==> src/logic/sd_reg_map_pkg.sv <==
package sd_reg_map_pkg;

	// APB word address
	typedef logic [1:0] reg_addr_t;

	////////////////////
	// register offsets
	////////////////////

	localparam reg_addr_t REG_CTRL   = 2'd0;
	localparam reg_addr_t REG_DATA   = 2'd1;
	localparam reg_addr_t REG_STATUS = 2'd2;
	localparam reg_addr_t REG_BURST  = 2'd3;

	////////////////////
	// bit positions
	////////////////////

	// control, cs level and 2-bit speed above it
	localparam int CTRL_CS_BIT    = 0;
	localparam int CTRL_SPEED_LSB = 1;

	// status flags
	localparam int STAT_CPU_BUSY_BIT = 0;
	localparam int STAT_DMA_BUSY_BIT = 1;

endpackage

==> src/logic/spi_link_pkg.sv <==
package spi_link_pkg;

	// one byte on the wire and on the APB data bus
	typedef logic [7:0] spi_byte_t;

	// sck period is 2**(code+1) fclk cycles
	typedef logic [1:0] spi_speed_t;

	// burst length, 1 to 255 bytes
	typedef logic [7:0] burst_len_t;

	////////////////////
	// link constants
	////////////////////

	localparam spi_byte_t SPI_FILL = 8'hFF;
	localparam int        SPI_BITS = 8;

	// bit counter, wraps after the last bit
	localparam int SPI_CNT_W = 3;

	// half period counter, up to 8 cycles
	localparam int         SPI_DIV_W      = 3;
	localparam spi_speed_t SPI_SPEED_INIT = 2'd3;

endpackage

==> src/logic/spi_regs.sv <==
`timescale 1ns/1ps

module spi_regs (
	input  logic                        fclk,
	input  logic                        rst,

	// apb slave, no wait states
	input  sd_reg_map_pkg::reg_addr_t   paddr,
	input  logic                        psel,
	input  logic                        penable,
	input  logic                        pwrite,
	input  spi_link_pkg::spi_byte_t     pwdata,
	output spi_link_pkg::spi_byte_t     prdata,
	output logic                        pslverr,

	// link control
	output logic                        sdcs_n,
	output spi_link_pkg::spi_speed_t    speed,

	// cpu byte requests to the shifter
	output logic                        cpu_req,
	output spi_link_pkg::spi_byte_t     cpu_tx,
	input  logic                        cpu_ack,
	input  logic                        cpu_done,
	input  spi_link_pkg::spi_byte_t     rx_byte,

	// burst engine
	output logic                        burst_go,
	output spi_link_pkg::burst_len_t    burst_len,
	input  logic                        dma_busy
);
	import sd_reg_map_pkg::*;
	import spi_link_pkg::*;

	logic      access;
	logic      wr_ok;
	logic      wr_ctrl;
	logic      wr_data;
	logic      wr_burst;
	logic      cpu_busy;
	spi_byte_t rx_q;
	spi_byte_t ctrl_rd;
	spi_byte_t stat_rd;

	////////////////////
	// decode
	////////////////////

	assign access = psel && penable;

	// status is read only, data only once the last byte is through
	assign pslverr = access && pwrite &&
		(paddr == REG_STATUS || (paddr == REG_DATA && cpu_busy));

	assign wr_ok    = access && pwrite && !pslverr;
	assign wr_ctrl  = wr_ok && paddr == REG_CTRL;
	assign wr_data  = wr_ok && paddr == REG_DATA;
	assign wr_burst = wr_ok && paddr == REG_BURST;

	////////////////////
	// read mux
	////////////////////

	always_comb begin
		ctrl_rd = '0;
		ctrl_rd[CTRL_CS_BIT] = sdcs_n;
		ctrl_rd[CTRL_SPEED_LSB +: $bits(spi_speed_t)] = speed;

		stat_rd = '0;
		stat_rd[STAT_CPU_BUSY_BIT] = cpu_busy;
		stat_rd[STAT_DMA_BUSY_BIT] = dma_busy;
	end

	always_comb begin
		case (paddr)
			REG_CTRL:   prdata = ctrl_rd;
			REG_DATA:   prdata = rx_q;
			REG_STATUS: prdata = stat_rd;
			default:    prdata = burst_len;
		endcase
	end

	////////////////////
	// registers
	////////////////////

	always_ff @(posedge fclk) begin
		if (rst) begin
			sdcs_n    <= 1'b1;
			speed     <= SPI_SPEED_INIT;
			cpu_req   <= 1'b0;
			cpu_busy  <= 1'b0;
			burst_go  <= 1'b0;
			burst_len <= '0;
			rx_q      <= '0;
		end else begin
			burst_go <= wr_burst;

			if (wr_ctrl) begin
				sdcs_n <= pwdata[CTRL_CS_BIT];
				speed  <= pwdata[CTRL_SPEED_LSB +: $bits(spi_speed_t)];
			end

			if (wr_burst)
				burst_len <= pwdata;

			// req drops at the grant, busy holds until the byte is back
			if (wr_data) begin
				cpu_req  <= 1'b1;
				cpu_busy <= 1'b1;
			end else begin
				if (cpu_ack)
					cpu_req <= 1'b0;
				if (cpu_done)
					cpu_busy <= 1'b0;
			end

			if (cpu_done)
				rx_q <= rx_byte;
		end
	end

	// outgoing cpu byte
	always_ff @(posedge fclk) begin
		if (wr_data)
			cpu_tx <= pwdata;
	end

endmodule

==> src/logic/spi_shifter.sv <==
`timescale 1ns/1ps

module spi_shifter (
	input  logic                        fclk,
	input  logic                        rst,
	input  spi_link_pkg::spi_speed_t    speed,

	// requesters, cpu first
	input  logic                        cpu_req,
	input  spi_link_pkg::spi_byte_t     cpu_tx,
	input  logic                        dma_req,
	output logic                        cpu_ack,
	output logic                        dma_ack,
	output logic                        cpu_done,
	output logic                        dma_done,
	output spi_link_pkg::spi_byte_t     rx_byte,

	// sd card pins, mode 0
	output logic                        sdclk,
	output logic                        sddo,
	input  logic                        sddi
);
	import spi_link_pkg::*;

	logic                 busy;
	logic                 owner_cpu;
	logic                 done_q;
	logic                 tick;
	spi_speed_t           speed_q;
	logic [SPI_DIV_W-1:0] div_cnt;
	logic [SPI_DIV_W-1:0] div_last;
	logic [SPI_CNT_W-1:0] bit_cnt;
	spi_byte_t            tx_sr;
	spi_byte_t            rx_sr;

	////////////////////
	// grant
	////////////////////

	assign cpu_ack = !busy && cpu_req;
	assign dma_ack = !busy && dma_req && !cpu_req;

	assign cpu_done = done_q && owner_cpu;
	assign dma_done = done_q && !owner_cpu;

	////////////////////
	// sck divider
	////////////////////

	// half period is 2**speed cycles
	assign div_last = SPI_DIV_W'((1 << speed_q) - 1);
	assign tick     = busy && div_cnt == div_last;

	assign sddo    = tx_sr[SPI_BITS-1];
	assign rx_byte = rx_sr;

	always_ff @(posedge fclk) begin
		if (rst) begin
			busy    <= 1'b0;
			done_q  <= 1'b0;
			sdclk   <= 1'b0;
			div_cnt <= '0;
			bit_cnt <= '0;
			tx_sr   <= SPI_FILL;
		end else begin
			done_q <= 1'b0;

			if (cpu_ack || dma_ack) begin
				busy    <= 1'b1;
				div_cnt <= '0;
				bit_cnt <= '0;
				tx_sr   <= cpu_ack ? cpu_tx : SPI_FILL;
			end else if (busy) begin
				if (tick) begin
					div_cnt <= '0;
					sdclk   <= !sdclk;

					// falling edge moves out the next bit
					if (sdclk) begin
						tx_sr   <= {tx_sr[SPI_BITS-2:0], 1'b1};
						bit_cnt <= bit_cnt + 1'b1;
						if (bit_cnt == SPI_CNT_W'(SPI_BITS - 1)) begin
							busy   <= 1'b0;
							done_q <= 1'b1;
						end
					end
				end else begin
					div_cnt <= div_cnt + 1'b1;
				end
			end
		end
	end

	// owner and speed held for the whole byte
	always_ff @(posedge fclk) begin
		if (cpu_ack || dma_ack) begin
			owner_cpu <= cpu_ack;
			speed_q   <= speed;
		end

		// rising edge samples the card
		if (tick && !sdclk)
			rx_sr <= {rx_sr[SPI_BITS-2:0], sddi};
	end

endmodule

==> src/logic/spi_dma.sv <==
`timescale 1ns/1ps

module spi_dma (
	input  logic                        fclk,
	input  logic                        rst,

	// burst start from the register block
	input  logic                        burst_go,
	input  spi_link_pkg::burst_len_t    burst_len,
	output logic                        dma_busy,

	// shifter side
	output logic                        dma_req,
	input  logic                        dma_ack,
	input  logic                        dma_done,
	input  spi_link_pkg::spi_byte_t     rx_byte,

	// byte stream out
	output spi_link_pkg::spi_byte_t     dma_data,
	output logic                        dma_valid,
	input  logic                        dma_ready
);
	import spi_link_pkg::*;

	burst_len_t left_cnt;
	logic       pend;
	logic       take;
	logic       launch;

	assign take = dma_valid && dma_ready;

	// one byte in flight at most, and only with room to land it
	assign launch = dma_busy && !pend && left_cnt != '0 && (!dma_valid || take);

	always_ff @(posedge fclk) begin
		if (rst) begin
			dma_busy  <= 1'b0;
			dma_req   <= 1'b0;
			dma_valid <= 1'b0;
			pend      <= 1'b0;
			left_cnt  <= '0;
		end else begin
			if (burst_go && !dma_busy && burst_len != '0) begin
				dma_busy <= 1'b1;
				left_cnt <= burst_len;
			end else if (dma_busy && left_cnt == '0 && !pend && (!dma_valid || take)) begin
				dma_busy <= 1'b0;
			end

			if (launch) begin
				dma_req  <= 1'b1;
				pend     <= 1'b1;
				left_cnt <= left_cnt - 1'b1;
			end

			if (dma_ack)
				dma_req <= 1'b0;
			if (dma_done)
				pend <= 1'b0;

			// holding register
			if (dma_done)
				dma_valid <= 1'b1;
			else if (take)
				dma_valid <= 1'b0;
		end
	end

	always_ff @(posedge fclk) begin
		if (dma_done)
			dma_data <= rx_byte;
	end

endmodule

==> src/logic/sd_spi_top.sv <==
`timescale 1ns/1ps

module sd_spi_top (
	input  logic                        fclk,
	input  logic                        rst,

	// apb
	input  sd_reg_map_pkg::reg_addr_t   paddr,
	input  logic                        psel,
	input  logic                        penable,
	input  logic                        pwrite,
	input  spi_link_pkg::spi_byte_t     pwdata,
	output spi_link_pkg::spi_byte_t     prdata,
	output logic                        pslverr,

	// sd card
	output logic                        sdcs_n,
	output logic                        sdclk,
	output logic                        sddo,
	input  logic                        sddi,

	// read burst stream
	output spi_link_pkg::spi_byte_t     dma_data,
	output logic                        dma_valid,
	input  logic                        dma_ready
);
	import spi_link_pkg::*;

	spi_speed_t speed;
	spi_byte_t  cpu_tx;
	spi_byte_t  rx_byte;
	burst_len_t burst_len;
	logic       cpu_req;
	logic       cpu_ack;
	logic       cpu_done;
	logic       dma_req;
	logic       dma_ack;
	logic       dma_done;
	logic       dma_busy;
	logic       burst_go;

	spi_regs regs_i (
		.fclk      (fclk),
		.rst       (rst),
		.paddr     (paddr),
		.psel      (psel),
		.penable   (penable),
		.pwrite    (pwrite),
		.pwdata    (pwdata),
		.prdata    (prdata),
		.pslverr   (pslverr),
		.sdcs_n    (sdcs_n),
		.speed     (speed),
		.cpu_req   (cpu_req),
		.cpu_tx    (cpu_tx),
		.cpu_ack   (cpu_ack),
		.cpu_done  (cpu_done),
		.rx_byte   (rx_byte),
		.burst_go  (burst_go),
		.burst_len (burst_len),
		.dma_busy  (dma_busy)
	);

	spi_shifter shifter_i (
		.fclk     (fclk),
		.rst      (rst),
		.speed    (speed),
		.cpu_req  (cpu_req),
		.cpu_tx   (cpu_tx),
		.dma_req  (dma_req),
		.cpu_ack  (cpu_ack),
		.dma_ack  (dma_ack),
		.cpu_done (cpu_done),
		.dma_done (dma_done),
		.rx_byte  (rx_byte),
		.sdclk    (sdclk),
		.sddo     (sddo),
		.sddi     (sddi)
	);

	spi_dma dma_i (
		.fclk      (fclk),
		.rst       (rst),
		.burst_go  (burst_go),
		.burst_len (burst_len),
		.dma_busy  (dma_busy),
		.dma_req   (dma_req),
		.dma_ack   (dma_ack),
		.dma_done  (dma_done),
		.rx_byte   (rx_byte),
		.dma_data  (dma_data),
		.dma_valid (dma_valid),
		.dma_ready (dma_ready)
	);

endmodule

==> config.mk <==
export PLATFORM = sky130hd
export DESIGN_NAME = sd_spi_top
export DESIGN_NICKNAME = d
export VERILOG_FILES = /design/src/logic/sd_reg_map_pkg.sv /design/src/logic/spi_link_pkg.sv /design/src/logic/spi_regs.sv /design/src/logic/spi_shifter.sv /design/src/logic/spi_dma.sv /design/src/logic/sd_spi_top.sv
export SDC_FILE = /design/constraint.sdc
export NUM_CORES = 1
export LEC_CHECK = 0
export BUFFER_PORTS_ARGS = -buffer_cell sky130_fd_sc_hd__buf_2
export CORE_MARGIN = 10
export CORE_UTILIZATION = 40
export CTS_CLUSTER_DIAMETER = 40
export DETAILED_ROUTE_END_ITERATION = 10
export PLACE_DENSITY = 0.56
export SYNTH_ARGS = -nofsm -noshare
export SYNTH_HDL_FRONTEND = slang
export SYNTH_SLANG_ARGS = --single-unit
export TNS_END_PERCENT = 30
==> constraint.sdc <==
create_clock -name fclk -period 4.7 [get_ports fclk]
set_input_delay 0.705 -clock fclk [delete_from_list [all_inputs] [get_ports fclk]]
set_output_delay 0.705 -clock fclk [all_outputs]
set_load 0.05 [all_outputs]
==> impl_metrics.yaml, run 1 <==
layout:
  finalNetCount: 365
  final_common_cell: "dfxtp_1"
  final_cell_mix: "dfxtp_1 (51), buf_2 (37), a21oi_1 (30)"
  syn2layout_area_growth_pct: 12.6
  layout-drive-gt1-share: 0.173
  final_area_um2: 3700
  antenna_cells: 0
floorplanning:
  placementRows: 33
  start_util: 0.406
  die_h_um: 111
  die_w_um: 111
  io_pins: 38
  die-area_um2: 12300
  coreArea_um2: 8090
setup_path:
  path_cells: "buf_2, mux4_2, buf_2"
  max_stage_delay_ns: 0.57
  critPathLaunchType: "input pin"
  cp.arrival_ns: 1.77
  crit_path_end_kind: "output port"
  crit_family: "multiplexers"
  crit_top_cell: "buf_2"
  crit_cells: 3
  critPathLaunch: "paddr[1]"
  cp_max_fo: 14
  rr_startpoint: "dma_i.left_cnt[0]"
  worst_r2r_path_depth: 6
  crit_slowest_cell: "mux4_2"
  rrSetupSlack_ns: 2.35
  regToRegEndpoint: "dma_i.left_cnt[3]"
  critPathKind: "in -> out"
  cp.required_ns: 3.99
  crit_buf_inv: 2
clocking:
  cts_resized: 0
  cts_hold_buffers: 0
  cts_tree: "yes"
  cts_max_level: 3
  cts_root_buf: "clkbuf_8"
  numCtsBuffers: 9
  path_clk_slew_ns: 0.08
  insertion_delay_ns: 0.34
  ctsLongestPathBuffers: 2
  clock_sinks: 78
  post_cts_buffers: 0
synth:
  synth_nets: 333
  syn_inst: 311
  yosysSeqAreaShare: 0.557
  async_flop_share: 0
  synth_cell_types: 53
  synth_top_area_share: 0.310
  postSynthAreaPerCell_um2: 10.6
  yosys-top-cells-area: "dfxtp_1 (31%), edfxtp_1 (25%), a21oi_1 (4.6%)"
  synth-seq-cells: 78
  synth_area_um2: 3290
  yosys.area.top_type: "dfxtp_1"
  ys.flop_type: "dfxtp_1"
  synth_edf_count: 27
  yosysWarnings: 0
power_and_ir_drop:
  fin_total_pwr_uw: 1180
  p_switching_uw: 269
  power_frac_seq: 0.592
  internal_power_uw: 916
  p_sw_frac: 0.227
  p_leak_uw: 0.00133
  power.density_nw_per_um2: 320
  combinationalPowerShare: 0.040
  ir_drop_v: 0.000123
  pwr-share-clk: 0.368
route:
  dr_total_vias: 2421
  wl_um: 7350
  dr.pass1.iters: 4
  ant_nets: 0
  drt-wirelength-per-cell_um: 16.3
  drc: 0
  drtIter0Drc: 149
  via_per_inst: 5.36
sta:
  finalCritPeriodShare: 0.527
  slew-limit-headroom: 0.383
  finalCriticalPeriod_ns: 2.48
  setup_viol: 0
  final.setup.tns_ns: 0
  setup_slack_ns: 2.22
  rsz0062_at_grt: "false"
  slew_viol_final: 0
  finalHoldViolations: 0
  finalClockSkew_ns: 0.00951
  fmax_mhz: 403
  tightest_slew_ns: 0.924
  fin_hold_ws_ns: 0.460
hold_path:
  min_path_cells: 2
  min_from: "regs_i.rx_q[2]"
  min_path_type: "reg -> reg"
  min_to: "regs_i.rx_q[2]"
placed_design:
  globalplace.congestion: 0.845
  portBuffers: 37
  place_ws_ns: 2.21
  post_dp_cell_area_um2: 3540
  hpwl_um: 5240
global_route:
  grt_max_degree: 47
  track_usage: 0.121
  grt_pass1_vias: 2402
  overflow: 0
  grt_pass1_wl_um: 12400
  antenna_found_initial: 0
run_status:
  status: "complete, no violations"
run:
  drv_cap: 0
==> logic make-up (layout without fill, tap and decap cells) <==
family,Yosys count,after routing,synth area share
mux,12,12,0.0441
compound gates,88,88,0.171
xor+xnor,1,1,0.00266
flops,78,78,0.557
simple gates,103,103,0.176
buf+inv,24,60,0.0300
fa+ha+maj,5,5,0.0190
==> routing by layer <==
layer  share of wire  vias to the layer above  global-route usage
met5               0                        -                   0
met4           0.017                        0              0.0425
met3           0.042                       12              0.0406
met2            0.46                       56               0.184
met1            0.48                     1124               0.156
li1                -                     1229                   -
==> registers in the layout, summed over array words and instances, names as in the netlist, 2 cells and up <==
signal,flops
dma_i.dma_data,8
dma_i.left_cnt,8
regs_i.burst_len,8
regs_i.cpu_tx,8
regs_i.rx_q,8
shifter_i.rx_byte,8
shifter_i.tx_sr,8
shifter_i.bit_cnt,3
shifter_i.div_cnt,3
regs_i.speed,2
shifter_i.speed_q,2
==> area by class of cell <==
type	count	area, um2
clock buffer	11	141
clock inverter	4	25.0
fill	811	4390
inverter	8	30.0
multi-input combinational	209	1360
sequential	78	1830
tap	105	131
timing repair buffer	37	185
==> cells in the mapped netlist, types with 6 or more instances <==
library cell and instances:
dfxtp_1 51, nor2b_1 9, clkbuf_1 13, or3_1 6, a21oi_1 30, edfxtp_1 27
inv_1 7, nand2_1 27, nand2b_1 15, a221o_1 7, nand3_1 13, or4_1 6
o21ai_0 19, mux2i_1 10
==> stage by stage <==
| step | cells | utilization |
|---|---|---|
| 2_1_floorplan | 311 | - |
| 3_3_place_gp | 437 | 0.437 |
| 3_5_place_dp | 437 | 0.437 |
| 4_1_cts | 452 | 0.458 |
| 5_1_grt | 452 | 0.458 |
| 6_report | 452 | 0.458 |
==> worst min-delay path, stage by stage (launching register included) <==
cell     delay (ns)
dfxtp_1        0.32
nand2_1        0.05
a21oi_1        0.05
==> power by group through the flow <==
stage                     clock (uW)  combinational, uW  sequential (uW)
after floorplan                    0               31.6              716
after global placement             0               47.5              717
after detailed placement           0               47.9              717
after CTS                        456               48.2              701
after global routing             483               52.8              701
final                            436               47.4              701
==> worst max path at each step <==
stage | to | slack [ns]
after floorplan | prdata[2] | 1.86
after global placement | regs_i.cpu_tx[4] | 2.23
after detailed placement | regs_i.cpu_tx[4] | 2.21
after CTS | prdata[0] | 2.22
after global routing | dma_i.left_cnt[3] | 2.08
final | prdata[0] | 2.22
(Power assumes the default switching activity.)
==> run 2, diff against run 1 <==
==> constraint.sdc (replaced) <==
create_clock -name fclk -period 2.3 [get_ports fclk]
set_input_delay 0.345 -clock fclk [delete_from_list [all_inputs] [get_ports fclk]]
set_output_delay 0.345 -clock fclk [all_outputs]
set_load 0.05 [all_outputs]
==> impl_metrics.yaml, run 2 (synthesis results as in run 1) <==
run_status:
  status: "complete, no violations"
clocking:
  clock_sinks: 78
  insertion_delay_ns: 0.35
  numCtsBuffers: 9
  cts_max_level: 3
  cts_hold_buffers: 0
  post_cts_buffers: 0
  path_clk_slew_ns: 0.08
  cts_root_buf: "clkbuf_8"
  cts_resized: 0
  cts_tree: "yes"
  ctsLongestPathBuffers: 2
layout:
  antenna_cells: 0
  final-seq-area_um2: 1830
  syn2layout_area_growth_pct: 15.4
  final_area_um2: 3790
  final_common_cell: "dfxtp_1"
  multi_input_area_um2: 1360
  finalNetCount: 373
  final_cell_mix: "dfxtp_1 (51), buf_2 (37), a21oi_1 (30)"
  fillers: 789
  layout-drive-gt1-share: 0.194
route:
  drt-wirelength-per-cell_um: 16.2
  ant_nets: 0
  drc: 0
  dr.pass1.iters: 6
  dr_total_vias: 2479
  drtIter0Drc: 162
  via_per_inst: 5.38
  wl_um: 7450
placed_design:
  place_ws_ns: 0.156
  post_dp_cell_area_um2: 3600
  hpwl_um: 5320
  portBuffers: 37
  globalplace.congestion: 0.840
global_route:
  grt_max_degree: 34
  track_usage: 0.125
  grt_pass1_wl_um: 12700
  grt_pass1_vias: 2529
  antenna_found_initial: 0
  overflow: 0
floorplanning:
  placementRows: 33
  die_w_um: 111
  start_util: 0.406
  die-area_um2: 12300
  coreArea_um2: 8090
  io_pins: 38
  die_h_um: 111
sta:
  fin_hold_ws_ns: 0.174
  finalClockSkew_ns: 0.0111
  finalHoldViolations: 0
  slew_viol_final: 0
  setup_viol: 0
  fmax_mhz: 463
  slew-limit-headroom: 0.601
  setup_slack_ns: 0.140
  tightest_slew_ns: 0.596
  finalCritPeriodShare: 0.939
  finalCriticalPeriod_ns: 2.16
  final.setup.tns_ns: 0
  rsz0062_at_grt: "false"
setup_path:
  rr_startpoint: "shifter_i.speed_q[0]"
  crit_path_end_kind: "flip-flop"
  crit_slowest_cell: "or4bb_1"
  crit_buf_inv: 1
  crit_family: "simple AND/OR/NAND/NOR gates"
  path_cells: "or4bb_1, and4_4, or3_1, inv_1"
  worst_r2r_path_depth: 4
  cp_max_fo: 10
  cp.arrival_ns: 2.18
  regToRegEndpoint: "shifter_i.rx_byte[3]"
  cp.required_ns: 2.32
  rrSetupSlack_ns: 0.14
  max_stage_delay_ns: 0.52
  critPathKind: "reg -> reg"
  critPathLaunchType: "flip-flop"
hold_path:
  min_path_cells: 1
  min_to: "shifter_i.rx_byte[0]"
  min_from: "sddi"
  min_path_type: "in -> reg"
power_and_ir_drop:
  power.density_nw_per_um2: 676
  ir_drop_v: 0.000325
  p_leak_uw: 0.00139
  fin_total_pwr_uw: 2570
run:
  drv_cap: 0
-- run 2: cell types whose count changed in the layout (fill, tap and decap cells not counted) --
cell,delta
clkinv_4,+2
bufinv_16,+1
clkinvlp_4,-2
inv_8,+1
clkinv_2,-1
inv_4,+1
clkbuf_8,-1
buf_4,+8
-- run 2: worst max-delay path by stage --
stage,startpoint,to,slack [ns],cells after the start
finish,shifter_i.speed_q[0],shifter_i.rx_byte[3],0.14,4
CTS,shifter_i.speed_q[0],shifter_i.rx_byte[3],0.13,4
detailed placement,shifter_i.speed_q[0],shifter_i.rx_byte[6],0.16,4
global route,shifter_i.speed_q[0],shifter_i.rx_byte[3],0.04,4
global placement,shifter_i.speed_q[0],shifter_i.rx_byte[6],0.20,4
floorplan,paddr[0],prdata[2],0.18,3
-- run 2: cell type report --
| cell class | instances | area share |
|---|---|---|
| inverters | 8 | 0.00791 |
| clock inverters | 6 | 0.0185 |
| clock buffers | 10 | 0.0336 |
| repair buffers | 45 | 0.0646 |
| well taps | 105 | 0.0346 |
| multi-input cells | 209 | 0.358 |
| flip-flops and latches | 78 | 0.483 |
-- run 2: metrics by stage --
| step | instances | utilization |
|---|---|---|
| 6_report | 461 | 0.469 |
| 3_3_place_gp | 445 | 0.444 |
| 3_5_place_dp | 445 | 0.444 |
| 4_1_cts | 461 | 0.469 |
| 2_1_floorplan | 311 | - |
| 5_1_grt | 461 | 0.469 |
-- run 2: report_power, final --
part | internal, uW | switching (uW) | total [uW]
Clock | 512 | 520 | 1030
Combinational | 36.0 | 64.8 | 101
Sequential | 1430 | 6.98 | 1430
-- run 2: routing by layer --
| layer | vias to the layer above | GRT usage | part of all wire |
|---|---|---|---|
| li1 | 1250 | - | - |
| met1 | 1174 | 0.162 | 0.49 |
| met2 | 47 | 0.197 | 0.47 |
| met3 | 8 | 0.0363 | 0.037 |
| met4 | 0 | 0.0365 | 0.0099 |
| met5 | - | 0 | 0 |
